<file path="src/sdrc_geom_pkg.sv">
// --------------------
// Geometry, widths and SDRAM timing of the controller core.
// Imported by every RTL block, and by the testbench for its sizes.
// --------------------
`default_nettype none

package sdrc_geom_pkg;

   // Application port
   localparam int APP_DW = 32;              // Word width
   localparam int APP_BW = APP_DW / 8;      // Byte enables, active low

   // SDRAM data pins, 16-bit part
   localparam int SDR_DW = 16;
   localparam int SDR_BW = SDR_DW / 8;      // One dqm bit per byte lane

   // Word address split, row on top, then bank, then column
   localparam int COL_W  = 8;               // Word column, beat bit added on the pins
   localparam int BANK_W = 2;
   localparam int ROW_W  = 13;
   localparam int APP_AW = ROW_W + BANK_W + COL_W;
   localparam int LEN_W  = 9;               // Request length in words
   localparam int SDR_AW = 13;              // Address pins

   localparam int ROW_WORDS = 1 << COL_W;   // Words in one open page

   // --------------------
   // Timing, in clk cycles
   localparam int T_RP    = 2;  // PRECHARGE to ACTIVE
   localparam int T_RCD   = 2;  // ACTIVE to READ/WRITE
   localparam int T_WR    = 2;  // Last write beat to PRECHARGE
   localparam int CAS_LAT = 2;  // READ to first beat on the pins
   localparam int CNT_W   = 3;  // Wait counter, holds the longest wait (CAS_LAT+2)

endpackage

`default_nettype wire

</file>
<file path="src/sdrc_bus_pkg.sv">
// --------------------
// Command encodings, FSM states and the structs passed between blocks.
// --------------------
`default_nettype none

package sdrc_bus_pkg;

   // SDRAM command, bits are {cs_n, ras_n, cas_n, we_n}
   typedef enum logic [3:0] {
      CMD_NOP       = 4'b0111,
      CMD_ACTIVE    = 4'b0011,
      CMD_READ      = 4'b0101,
      CMD_WRITE     = 4'b0100,
      CMD_PRECHARGE = 4'b0010
   } sdr_cmd_e;

   // Sequencer states
   typedef enum logic [2:0] {
      XS_IDLE,        // Waiting for a chunk
      XS_PRE_WAIT,    // PRECHARGE out, counting T_RP
      XS_ACT_WAIT,    // ACTIVE out, counting T_RCD
      XS_XFER,        // One READ/WRITE every other cycle
      XS_WR_RECOVER   // Write recovery or read drain after the last word
   } xfr_state_e;

   // Request as held on the application port
   typedef struct packed {
      logic [sdrc_geom_pkg::APP_AW-1:0] addr;  // Word address
      logic [sdrc_geom_pkg::LEN_W-1:0]  len;   // Words, at least one
      logic                             write;
   } app_req_t;

   // Piece of a request that stays inside one row
   typedef struct packed {
      logic [sdrc_geom_pkg::BANK_W-1:0] bank;
      logic [sdrc_geom_pkg::ROW_W-1:0]  row;
      logic [sdrc_geom_pkg::COL_W-1:0]  col;   // First word column
      logic [sdrc_geom_pkg::LEN_W-1:0]  len;
      logic                             write;
      logic                             last;  // Final chunk of its request
   } chunk_t;

   // Control pins
   typedef struct packed {
      sdr_cmd_e                         cmd;
      logic [sdrc_geom_pkg::BANK_W-1:0] ba;
      logic [sdrc_geom_pkg::SDR_AW-1:0] addr;
   } sdr_bus_t;

   // Data events, sequencer to width converter
   typedef struct packed {
      logic wr_beat;    // Write beat slot, one cycle ahead of the data pins
      logic rd_cmd;     // READ on the pins this cycle
      logic last_word;  // Final word of a request, with its first event
   } xfr_evt_t;

endpackage

`default_nettype wire

</file>
<file path="src/sdrc_req_gen.sv">
// --------------------
// Request intake. Takes one application request at a time and hands
// it to the sequencer as chunks that never cross a row end.
// --------------------
`default_nettype none

module sdrc_req_gen (
   input  wire                          clk,
   input  wire                          reset,
   input  wire                          app_req,
   input  wire sdrc_bus_pkg::app_req_t  app_req_info,
   output logic                         app_req_ack,
   output logic                         chunk_vld,
   output sdrc_bus_pkg::chunk_t         chunk,
   input  wire                          chunk_ack
);
   import sdrc_geom_pkg::*;
   import sdrc_bus_pkg::*;

   logic              busy;      // Request latched, chunks pending
   logic [APP_AW-1:0] cur_addr;  // Next word to hand out
   logic [LEN_W-1:0]  rem_len;   // Words still to hand out
   logic              cur_write;
   logic [LEN_W-1:0]  room;      // Words left in the current row
   logic              fits;

   // --------------------
   // Chunk decode
   always_comb begin
      room  = LEN_W'(ROW_WORDS) - LEN_W'(cur_addr[COL_W-1:0]);
      fits  = (rem_len <= room);  // Rest of request ends in this row
      chunk.bank  = cur_addr[COL_W +: BANK_W];
      chunk.row   = cur_addr[COL_W + BANK_W +: ROW_W];
      chunk.col   = cur_addr[COL_W-1:0];
      chunk.len   = fits ? rem_len : room;
      chunk.write = cur_write;
      chunk.last  = fits;
   end

   assign chunk_vld = busy;  // Level until the sequencer acks

   always_ff @(posedge clk) begin
      if (reset) begin
         busy        <= 1'b0;
         app_req_ack <= 1'b0;
      end else begin
         app_req_ack <= 1'b0;
         if (app_req && !busy) begin
            busy        <= 1'b1;
            app_req_ack <= 1'b1;  // Ack on intake, data moves later
         end else if (chunk_ack && chunk.last) begin
            busy <= 1'b0;
         end
      end
   end

   // Address and length walk
   always_ff @(posedge clk) begin
      if (app_req && !busy) begin
         cur_addr  <= app_req_info.addr;
         rem_len   <= app_req_info.len;
         cur_write <= app_req_info.write;
      end else if (chunk_ack) begin
         cur_addr <= cur_addr + APP_AW'(chunk.len);  // Lands on next row start
         rem_len  <= rem_len - chunk.len;
      end
   end

   // Chunk held steady for the sequencer until taken
   a_chunk_stable: assert property (@(posedge clk) disable iff (reset)
      chunk_vld && !chunk_ack |=> chunk_vld && $stable(chunk));

endmodule

`default_nettype wire

</file>
<file path="src/sdrc_xfr_ctl.sv">
// --------------------
// Open-page sequencer. Tracks the open row per bank, issues
// PRECHARGE/ACTIVE on a miss and one READ/WRITE per word.
// --------------------
`default_nettype none

module sdrc_xfr_ctl (
   input  wire                        clk,
   input  wire                        reset,
   input  wire                        chunk_vld,
   input  wire sdrc_bus_pkg::chunk_t  chunk,
   output logic                       chunk_ack,
   output sdrc_bus_pkg::sdr_bus_t     sdr_bus,
   output sdrc_bus_pkg::xfr_evt_t     evt
);
   import sdrc_geom_pkg::*;
   import sdrc_bus_pkg::*;

   xfr_state_e                         state;
   logic [CNT_W-1:0]                   cnt;       // Shared T_RP/T_RCD/T_WR wait
   chunk_t                             cur;       // Chunk in progress
   chunk_t                             src;       // New chunk in idle, else cur
   sdr_bus_t                           bus_a;     // Issue stage, pins follow a cycle later
   logic                               last_a;    // Final word, with bus_a
   logic                               last_q;    // Final word, with sdr_bus
   logic [(1<<BANK_W)-1:0]             open_vld;
   logic [(1<<BANK_W)-1:0][ROW_W-1:0]  open_row;
   logic                               hit;
   logic                               pre_go;
   logic                               act_go;
   logic                               word_go;

   // --------------------
   // Issue decisions
   always_comb begin
      src     = (state == XS_IDLE) ? chunk : cur;
      hit     = open_vld[src.bank] && (open_row[src.bank] == src.row);
      pre_go  = (state == XS_IDLE) && chunk_vld && !hit && open_vld[src.bank];
      act_go  = ((state == XS_IDLE) && chunk_vld && !open_vld[src.bank])
             || ((state == XS_PRE_WAIT) && (cnt == '0));
      word_go = ((state == XS_IDLE) && chunk_vld && hit)
             || ((state inside {XS_ACT_WAIT, XS_XFER}) && (cnt == '0));
   end

   always_ff @(posedge clk) begin
      if (reset) begin
         state     <= XS_IDLE;
         cnt       <= '0;
         chunk_ack <= 1'b0;
         last_a    <= 1'b0;
         last_q    <= 1'b0;
         open_vld  <= '0;                          // All banks closed
         bus_a     <= '{cmd: CMD_NOP, default: '0};
         sdr_bus   <= '{cmd: CMD_NOP, default: '0};
      end else begin
         chunk_ack <= (state == XS_IDLE) && chunk_vld;  // With its first command
         bus_a.cmd <= CMD_NOP;
         last_a    <= 1'b0;
         sdr_bus   <= bus_a;                      // Pin register
         last_q    <= last_a;
         if (cnt != '0)
            cnt <= cnt - 1'b1;
         if (pre_go) begin                        // Other row open, close it
            bus_a              <= '{cmd: CMD_PRECHARGE, ba: src.bank, addr: '0};
            open_vld[src.bank] <= 1'b0;
            state              <= XS_PRE_WAIT;
            cnt                <= CNT_W'(T_RP - 1);
         end
         if (act_go) begin
            bus_a              <= '{cmd: CMD_ACTIVE, ba: src.bank, addr: SDR_AW'(src.row)};
            open_vld[src.bank] <= 1'b1;
            state              <= XS_ACT_WAIT;
            cnt                <= CNT_W'(T_RCD - 1);
         end
         if (word_go) begin
            bus_a.cmd  <= src.write ? CMD_WRITE : CMD_READ;
            bus_a.ba   <= src.bank;
            bus_a.addr <= SDR_AW'({src.col, 1'b0});  // BL2, A10 low
            last_a     <= src.last && (src.len == LEN_W'(1));
            if (src.len == LEN_W'(1)) begin
               state <= XS_WR_RECOVER;
               // Writes wait for T_WR, reads drain before the bus turns
               cnt   <= src.write ? CNT_W'(T_WR - 1) : CNT_W'(CAS_LAT + 2);
            end else begin
               state <= XS_XFER;
               cnt   <= CNT_W'(1);                 // Next word two cycles on
            end
         end
         if ((state == XS_WR_RECOVER) && (cnt == '0))
            state <= XS_IDLE;
      end
   end

   // Chunk copy and row table
   always_ff @(posedge clk) begin
      if ((state == XS_IDLE) && chunk_vld)
         cur <= chunk;
      if (word_go) begin
         cur.col <= src.col + 1'b1;
         cur.len <= src.len - 1'b1;
      end
      if (act_go)
         open_row[src.bank] <= src.row;
   end

   // --------------------
   // Events for the width converter
   always_comb begin
      evt.wr_beat   = (bus_a.cmd == CMD_WRITE) || (sdr_bus.cmd == CMD_WRITE);
      evt.rd_cmd    = (sdr_bus.cmd == CMD_READ);
      evt.last_word = (bus_a.cmd == CMD_WRITE) ? last_a
                    : ((sdr_bus.cmd == CMD_READ) && last_q);
   end

   // Column access only to the row activated earlier in that bank
   a_rw_open_row: assert property (@(posedge clk) disable iff (reset)
      (sdr_bus.cmd inside {CMD_READ, CMD_WRITE}) |->
         open_vld[sdr_bus.ba] && (open_row[sdr_bus.ba] == cur.row));

endmodule

`default_nettype wire

</file>
<file path="src/sdrc_bus_conv.sv">
// --------------------
// Width conversion. Splits 32-bit write words into two beats and packs
// read beats back into words, with the application data strobes.
// --------------------
`default_nettype none

module sdrc_bus_conv (
   input  wire                                clk,
   input  wire                                reset,
   input  wire sdrc_bus_pkg::xfr_evt_t        evt,
   input  wire [sdrc_geom_pkg::APP_DW-1:0]    app_wr_data,
   input  wire [sdrc_geom_pkg::APP_BW-1:0]    app_wr_en_n,
   output logic                               app_wr_next_req,
   output logic                               app_last_wr,
   output logic [sdrc_geom_pkg::APP_DW-1:0]   app_rd_data,
   output logic                               app_rd_valid,
   output logic                               app_last_rd,
   input  wire [sdrc_geom_pkg::SDR_DW-1:0]    sdr_din,
   output logic [sdrc_geom_pkg::SDR_DW-1:0]   sdr_dout,
   output logic [sdrc_geom_pkg::SDR_BW-1:0]   sdr_den_n,
   output logic [sdrc_geom_pkg::SDR_BW-1:0]   sdr_dqm
);
   import sdrc_geom_pkg::*;

   logic [SDR_DW-1:0]    din_q;    // Input register
   logic [SDR_DW-1:0]    rd_lo;    // First beat of a read word
   logic [CAS_LAT+1:0]   rd_sh;    // READ timing shift
   logic [CAS_LAT+1:0]   lst_sh;   // Last-word marker, same timing
   logic                 hi_phase; // High beat of a write word next
   logic [SDR_DW-1:0]    wr_hi;
   logic [SDR_BW-1:0]    wr_hi_m;

   // --------------------
   // Write side
   assign app_wr_next_req = evt.wr_beat && !hi_phase;  // Cycle before WRITE
   assign app_last_wr     = app_wr_next_req && evt.last_word;

   always_ff @(posedge clk) begin
      if (reset) begin
         hi_phase  <= 1'b0;
         sdr_den_n <= '1;
         sdr_dqm   <= '0;
      end else begin
         hi_phase <= evt.wr_beat && !hi_phase;
         if (app_wr_next_req) begin
            sdr_den_n <= '0;
            sdr_dqm   <= app_wr_en_n[SDR_BW-1:0];  // Low bytes with WRITE
         end else if (hi_phase) begin
            sdr_den_n <= '0;
            sdr_dqm   <= wr_hi_m;
         end else begin
            sdr_den_n <= '1;
            sdr_dqm   <= '0;   // Reads unmasked
         end
      end
   end

   always_ff @(posedge clk) begin
      if (app_wr_next_req) begin
         sdr_dout <= app_wr_data[SDR_DW-1:0];
         wr_hi    <= app_wr_data[APP_DW-1:SDR_DW];
         wr_hi_m  <= app_wr_en_n[APP_BW-1:SDR_BW];
      end else if (hi_phase) begin
         sdr_dout <= wr_hi;
      end
   end

   // --------------------
   // Read side
   always_ff @(posedge clk) begin
      if (reset) begin
         rd_sh        <= '0;
         lst_sh       <= '0;
         app_rd_valid <= 1'b0;
         app_last_rd  <= 1'b0;
      end else begin
         rd_sh        <= {rd_sh[CAS_LAT:0], evt.rd_cmd};
         lst_sh       <= {lst_sh[CAS_LAT:0], evt.rd_cmd && evt.last_word};
         app_rd_valid <= rd_sh[CAS_LAT+1];  // Second beat in din_q
         app_last_rd  <= lst_sh[CAS_LAT+1];
      end
   end

   always_ff @(posedge clk) begin
      din_q <= sdr_din;
      if (rd_sh[CAS_LAT])
         rd_lo <= din_q;                     // Low half first
      if (rd_sh[CAS_LAT+1])
         app_rd_data <= {din_q, rd_lo};
   end

   // Read words and write beats never share a cycle
   a_rd_vs_wr: assert property (@(posedge clk) disable iff (reset)
      app_rd_valid |-> (&sdr_den_n));

endmodule

`default_nettype wire

</file>
<file path="src/sdrc_core.sv">
// --------------------
// Controller top. Wires intake, sequencer and width converter together.
// --------------------
`default_nettype none

module sdrc_core (
   input  wire                                clk,
   input  wire                                reset,
   // Application request
   input  wire                                app_req,
   input  wire sdrc_bus_pkg::app_req_t        app_req_info,
   output logic                               app_req_ack,
   // Application data
   input  wire [sdrc_geom_pkg::APP_DW-1:0]    app_wr_data,
   input  wire [sdrc_geom_pkg::APP_BW-1:0]    app_wr_en_n,
   output logic                               app_wr_next_req,
   output logic                               app_last_wr,
   output logic [sdrc_geom_pkg::APP_DW-1:0]   app_rd_data,
   output logic                               app_rd_valid,
   output logic                               app_last_rd,
   // SDRAM pins
   output logic                               sdr_cke,
   output sdrc_bus_pkg::sdr_bus_t             sdr_bus,
   output logic [sdrc_geom_pkg::SDR_BW-1:0]   sdr_dqm,
   output logic [sdrc_geom_pkg::SDR_DW-1:0]   sdr_dout,
   output logic [sdrc_geom_pkg::SDR_BW-1:0]   sdr_den_n,
   input  wire [sdrc_geom_pkg::SDR_DW-1:0]    sdr_din
);
   import sdrc_bus_pkg::*;

   logic     chunk_vld;
   logic     chunk_ack;
   chunk_t   chunk;
   xfr_evt_t evt;

   assign sdr_cke = 1'b1;  // No power-down, part assumed configured

   sdrc_req_gen u_req_gen (
      .clk          (clk),
      .reset        (reset),
      .app_req      (app_req),
      .app_req_info (app_req_info),
      .app_req_ack  (app_req_ack),
      .chunk_vld    (chunk_vld),
      .chunk        (chunk),
      .chunk_ack    (chunk_ack)
   );

   sdrc_xfr_ctl u_xfr_ctl (
      .clk       (clk),
      .reset     (reset),
      .chunk_vld (chunk_vld),
      .chunk     (chunk),
      .chunk_ack (chunk_ack),
      .sdr_bus   (sdr_bus),
      .evt       (evt)
   );

   sdrc_bus_conv u_bus_conv (
      .clk             (clk),
      .reset           (reset),
      .evt             (evt),
      .app_wr_data     (app_wr_data),
      .app_wr_en_n     (app_wr_en_n),
      .app_wr_next_req (app_wr_next_req),
      .app_last_wr     (app_last_wr),
      .app_rd_data     (app_rd_data),
      .app_rd_valid    (app_rd_valid),
      .app_last_rd     (app_last_rd),
      .sdr_din         (sdr_din),
      .sdr_dout        (sdr_dout),
      .sdr_den_n       (sdr_den_n),
      .sdr_dqm         (sdr_dqm)
   );

endmodule

`default_nettype wire

</file>
<file path="config.mk">
export PLATFORM = sky130hd
export DESIGN_NAME = sdrc_core
export DESIGN_NICKNAME = d
export VERILOG_FILES = /design/src/sdrc_geom_pkg.sv /design/src/sdrc_bus_pkg.sv /design/src/sdrc_req_gen.sv /design/src/sdrc_xfr_ctl.sv /design/src/sdrc_bus_conv.sv /design/src/sdrc_core.sv
export SDC_FILE = /design/constraint.sdc
export NUM_CORES = 1
export LEC_CHECK = 0
export BUFFER_PORTS_ARGS = -buffer_cell sky130_fd_sc_hd__buf_2
export CAP_MARGIN = 0
export CORE_ASPECT_RATIO = 1.1
export CORE_MARGIN = 1.5
export CORE_UTILIZATION = 60
export CTS_CLUSTER_DIAMETER = 50
export DETAILED_ROUTE_END_ITERATION = 10
export PLACE_DENSITY_LB_ADDON = 0.3
export SLEW_MARGIN = 20
export SYNTH_ARGS = -nofsm -noshare
export SYNTH_HDL_FRONTEND = slang
export SYNTH_SLANG_ARGS = --single-unit
</file>
<file path="constraint.sdc">
create_clock -name clk -period 13.8 [get_ports clk]
set_input_delay 2.07 -clock clk [delete_from_list [all_inputs] [get_ports clk]]
set_output_delay 2.07 -clock clk [all_outputs]
set_load 0.03 [all_outputs]
</file>
==> flow_metrics.py <==
metrics = {
    "outcome": {
        "status": "finished, final reports clean",
    },
    "synth": {
        "synth_nets": 1159,
        "synthXorXnorAreaFrac_pct": 4.71,
        "synth.area.mux_share_pct": 4.66,
        "yosysWarnings": 0,
        "netlist_instances": 1040,
        "ys_dominant_reg_cell": "edfxtp_1",
        "synth_edf_count": 201,
        "synth-seq-cells": 282,
        "async_reset_ff_share_pct": 0,
        "synth-compound-area-share_pct": 11.1,
        "synthSimpleGateAreaFrac_pct": 12.5,
        "synth_adder_area_share_pct": 3.20,
        "synth_area_um2": 12600,
        "postSynthAreaPerCell_um2": 12.1,
        "synth_cell_types": 79,
        "synth_top_family_by_area": "simple AND/OR/NAND/NOR gates",
        "ys_seq_area_share_pct": 60.8,
    },
    "clock_tree": {
        "numCtsBuffers": 30,
        "clock_sinks": 282,
        "cts_tree": "yes",
        "insertion_delay_ns": 0.55,
        "path_clk_slew_ns": 0.07,
        "cts-root-buf": "clkbuf_16",
        "ctsResizeCount": 0,
        "clk_path_buf_depth": 3,
        "holdBufCountCts": 0,
        "htreeDepth": 1,
        "cts_setup_buffers": 0,
    },
    "cells_and_area": {
        "final_cells": 1467,
        "synthToLayoutAreaGrowth_pct": 15.9,
        "diodes": 0,
        "fin_nets": 1306,
        "drive_gt1_share_pct": 23.9,
    },
    "drt": {
        "num_vias": 8544,
        "post-route-drc-count": 0,
        "drt-total-wl_um": 26300,
        "vias_per_cell": 5.82,
        "drtAntennaViolNets": 0,
        "dr.pass1.iters": 6,
        "first_iter_violations": 698,
        "routedWlPerCell_um": 17.9,
    },
    "setup_path": {
        "critPathMostFrequentCell": "a21oi_1",
        "path_delay_family": "compound AO/OA/AOI/OAI gates",
        "crit_buf_inv": 1,
        "cp_slowest_cell": "or4_4",
        "crit_type": "register to register",
        "crit_required_ns": 14.06,
        "crit_fanout": 12,
        "crit_arrival_ns": 6.69,
        "worst_path_largest_cell_delay_ns": 0.63,
        "cp-end-kind": "register",
        "worstSetupStartpointType": "register",
        "path_cells": "or4_4, or4_1, ha_1, or2_2, a311o_1, a21o_4, nand2_1, nor2_1, a21oi_1, inv_1, fa_1, a21o_1, a21oi_1, o21bai_1, a21oi_1, o21bai_1, a21oi_1, nor2b_1, o21ai_0, xor2_1, o21ai_0",
    },
    "global_route": {
        "track_usage_pct": 23.8,
        "antenna_found_initial": 0,
        "grt-ovfl-total": 0,
        "grt_pass1_vias": 8252,
        "grt_max_degree": 63,
        "grt_pass1_wl_um": 41600,
    },
    "place": {
        "place_ws_ns": 7.45,
        "dpl.hpwl_um": 18000,
        "dp.cells": 1411,
        "io_buffers": 162,
        "place.gp.congestion": 0.939,
    },
    "worst_hold_path": {
        "hold_class": "register to register",
    },
    "timing": {
        "fin_tns_setup_ns": 0,
        "max_slew_margin_pct": 32.0,
        "finalHoldViolCount": 0,
        "clock.fmax_mhz": 155,
        "min_period_ns": 6.43,
        "finalCritPeriodShare_pct": 46.6,
        "skew_ns": 0.0120,
        "maxSlewViolCount": 0,
        "rsz0062_at_grt": "no",
        "worstMarginPinSlew_ns": 1.02,
        "finalSetupViolCount": 0,
        "fin_ws_ns": 7.37,
    },
    "floorplan": {
        "die_area_um2": 21900,
        "die_x_um": 141,
        "core_area_um2": 20600,
        "io_pins": 165,
        "die_y_um": 155,
        "start_util_pct": 61.2,
        "num_rows": 55,
    },
    "power_and_ir_drop": {
        "ir_worst_vdd_uv": 220,
        "cellPowerDensity_nw_per_um2": 286,
        "power_leakage_nw": 5.62,
    },
    "job": {
        "cap_violations": 0,
    },
}
cell usage in the layout, fill, tap and decap left out, types with 6 or more instances in the layout:
cell type	count
edfxtp_1	201
nor2b_1	28
a21oi_1	41
clkbuf_16	31
o31ai_1	6
xor2_1	28
ha_1	29
o211ai_1	14
dfxtp_1	81
nand4_1	11
inv_1	33
o22ai_1	6
nand3_1	23
o21bai_1	7
and3_1	13
nor3_1	18
buf_4	9
nor2_1	47
a211oi_1	9
or2_2	10
xnor2_1	32
mux2_2	25
buf_2	162
mux2i_1	23
nand2_1	123
o2111ai_1	6
o21ai_0	58
a21o_1	8
a222oi_1	8
path summary, 6_finish.rpt:
path	start	endpoint	slack [ns]	cells after the start
min reg2reg	u_bus_conv.rd_lo[9]$_DFFE_PP_	u_bus_conv.app_rd_data[9]$_DFFE_PP_	0.41	0
max reg2reg	u_req_gen.cur_addr[3]$_DFFE_PP_	u_req_gen.cur_addr[10]$_DFFE_PP_	7.37	21
min	u_bus_conv.rd_lo[9]$_DFFE_PP_	u_bus_conv.app_rd_data[9]$_DFFE_PP_	0.41	0
max	u_req_gen.cur_addr[3]$_DFFE_PP_	u_req_gen.cur_addr[10]$_DFFE_PP_	7.37	21
registers in the layout, indices dropped and copies added, names as in the netlist, 2 cells and up, named ones only:
register                count
u_bus_conv.app_rd_data     32
u_bus_conv.din_q           16
u_bus_conv.lst_sh           4
u_bus_conv.rd_lo           16
u_bus_conv.rd_sh            4
u_bus_conv.sdr_dout        16
u_bus_conv.sdr_dqm          2
u_bus_conv.wr_hi           16
u_bus_conv.wr_hi_m          2
u_req_gen.cur_addr         23
u_req_gen.rem_len           9
u_xfr_ctl.bus_a            18
u_xfr_ctl.cnt               3
u_xfr_ctl.cur              34
u_xfr_ctl.open_row         52
u_xfr_ctl.sdr_bus          18
u_xfr_ctl.state             3
cells by family after synthesis:
group	after synthesis
adder cells (fa/ha/maj)	31
other	2
AND/OR/NAND/NOR	313
multiplexers	52
buffers and inverters	90
AO/OA/AOI/OAI	207
flip-flops	282
XOR/XNOR	63
per-stage QoR:
stage | hold slack [ns] | util, % | power, mW | instance area [um2]
floorplan | 0.400 | - | 2.87 | 12600
detailed placement | 0.405 | 66.0 | 3.34 | 13600
global placement | 0.400 | 66.0 | 3.29 | 13600
global route | 0.423 | 71.0 | 4.46 | 14600
finish | 0.410 | 71.0 | 4.18 | 14600
CTS | 0.419 | 71.0 | 4.17 | 14600
Yosys cell counts (7+ instances only):
master	instances	area (um2)
nor2_1	47	176
o211ai_1	14	105
a222oi_1	8	80.1
nor2b_1	30	188
and3_1	13	81.3
or2_2	10	62.6
a21oi_1	41	205
nand2_1	123	462
mux2i_1	23	230
xor2_1	28	245
nor3_1	18	90.1
mux2_2	25	282
nand4_1	11	68.8
dfxtp_1	81	1620
buf_2	10	50.1
clkbuf_1	37	139
a21o_1	8	60.1
nand3_1	23	115
inv_1	33	124
ha_1	29	363
o21ai_0	58	290
xnor2_1	32	280
a211oi_1	9	67.6
edfxtp_1	201	6040
o21bai_1	7	52.6
worst register-to-register path, stage by stage (launching register included):
cell and delay (ns):
edfxtp_1 0.57, or4_4 0.63, or4_1 0.52, ha_1 0.25, or2_2 0.28, a311o_1 0.37
a21o_4 0.25, nand2_1 0.34, nor2_1 0.07, a21oi_1 0.47, inv_1 0.17, fa_1 0.47
a21o_1 0.19, a21oi_1 0.22, o21bai_1 0.09, a21oi_1 0.22, o21bai_1 0.10, a21oi_1 0.24
nor2b_1 0.17, o21ai_0 0.25, xor2_1 0.16, o21ai_0 0.11
layer usage:
metal	wire [um]	track usage (%)	up-vias
met5	0	0	-
met4	670	8.13	0
met3	2090	3.29	53
met2	12300	39.0	377
met1	11300	33.0	4005
li1	-	-	4109
power breakdown:
part           leakage (nW)  internal (mW)  switching [mW]
Clock                 0.505          0.474           0.340
Combinational          2.60          0.780            1.24
Sequential             2.52           1.20           0.151
layout make-up:
class / instances / area [um2]
clock buffer: 37 / 828
multi-input combinational: 668 / 4590
timing repair buffer: 171 / 878
clock inverter: 19 / 210
inverter: 34 / 128
fill: 1449 / 5960
tap: 256 / 320
sequential: 282 / 7660
No activity file was read; power rests on OpenSTA's default activity.
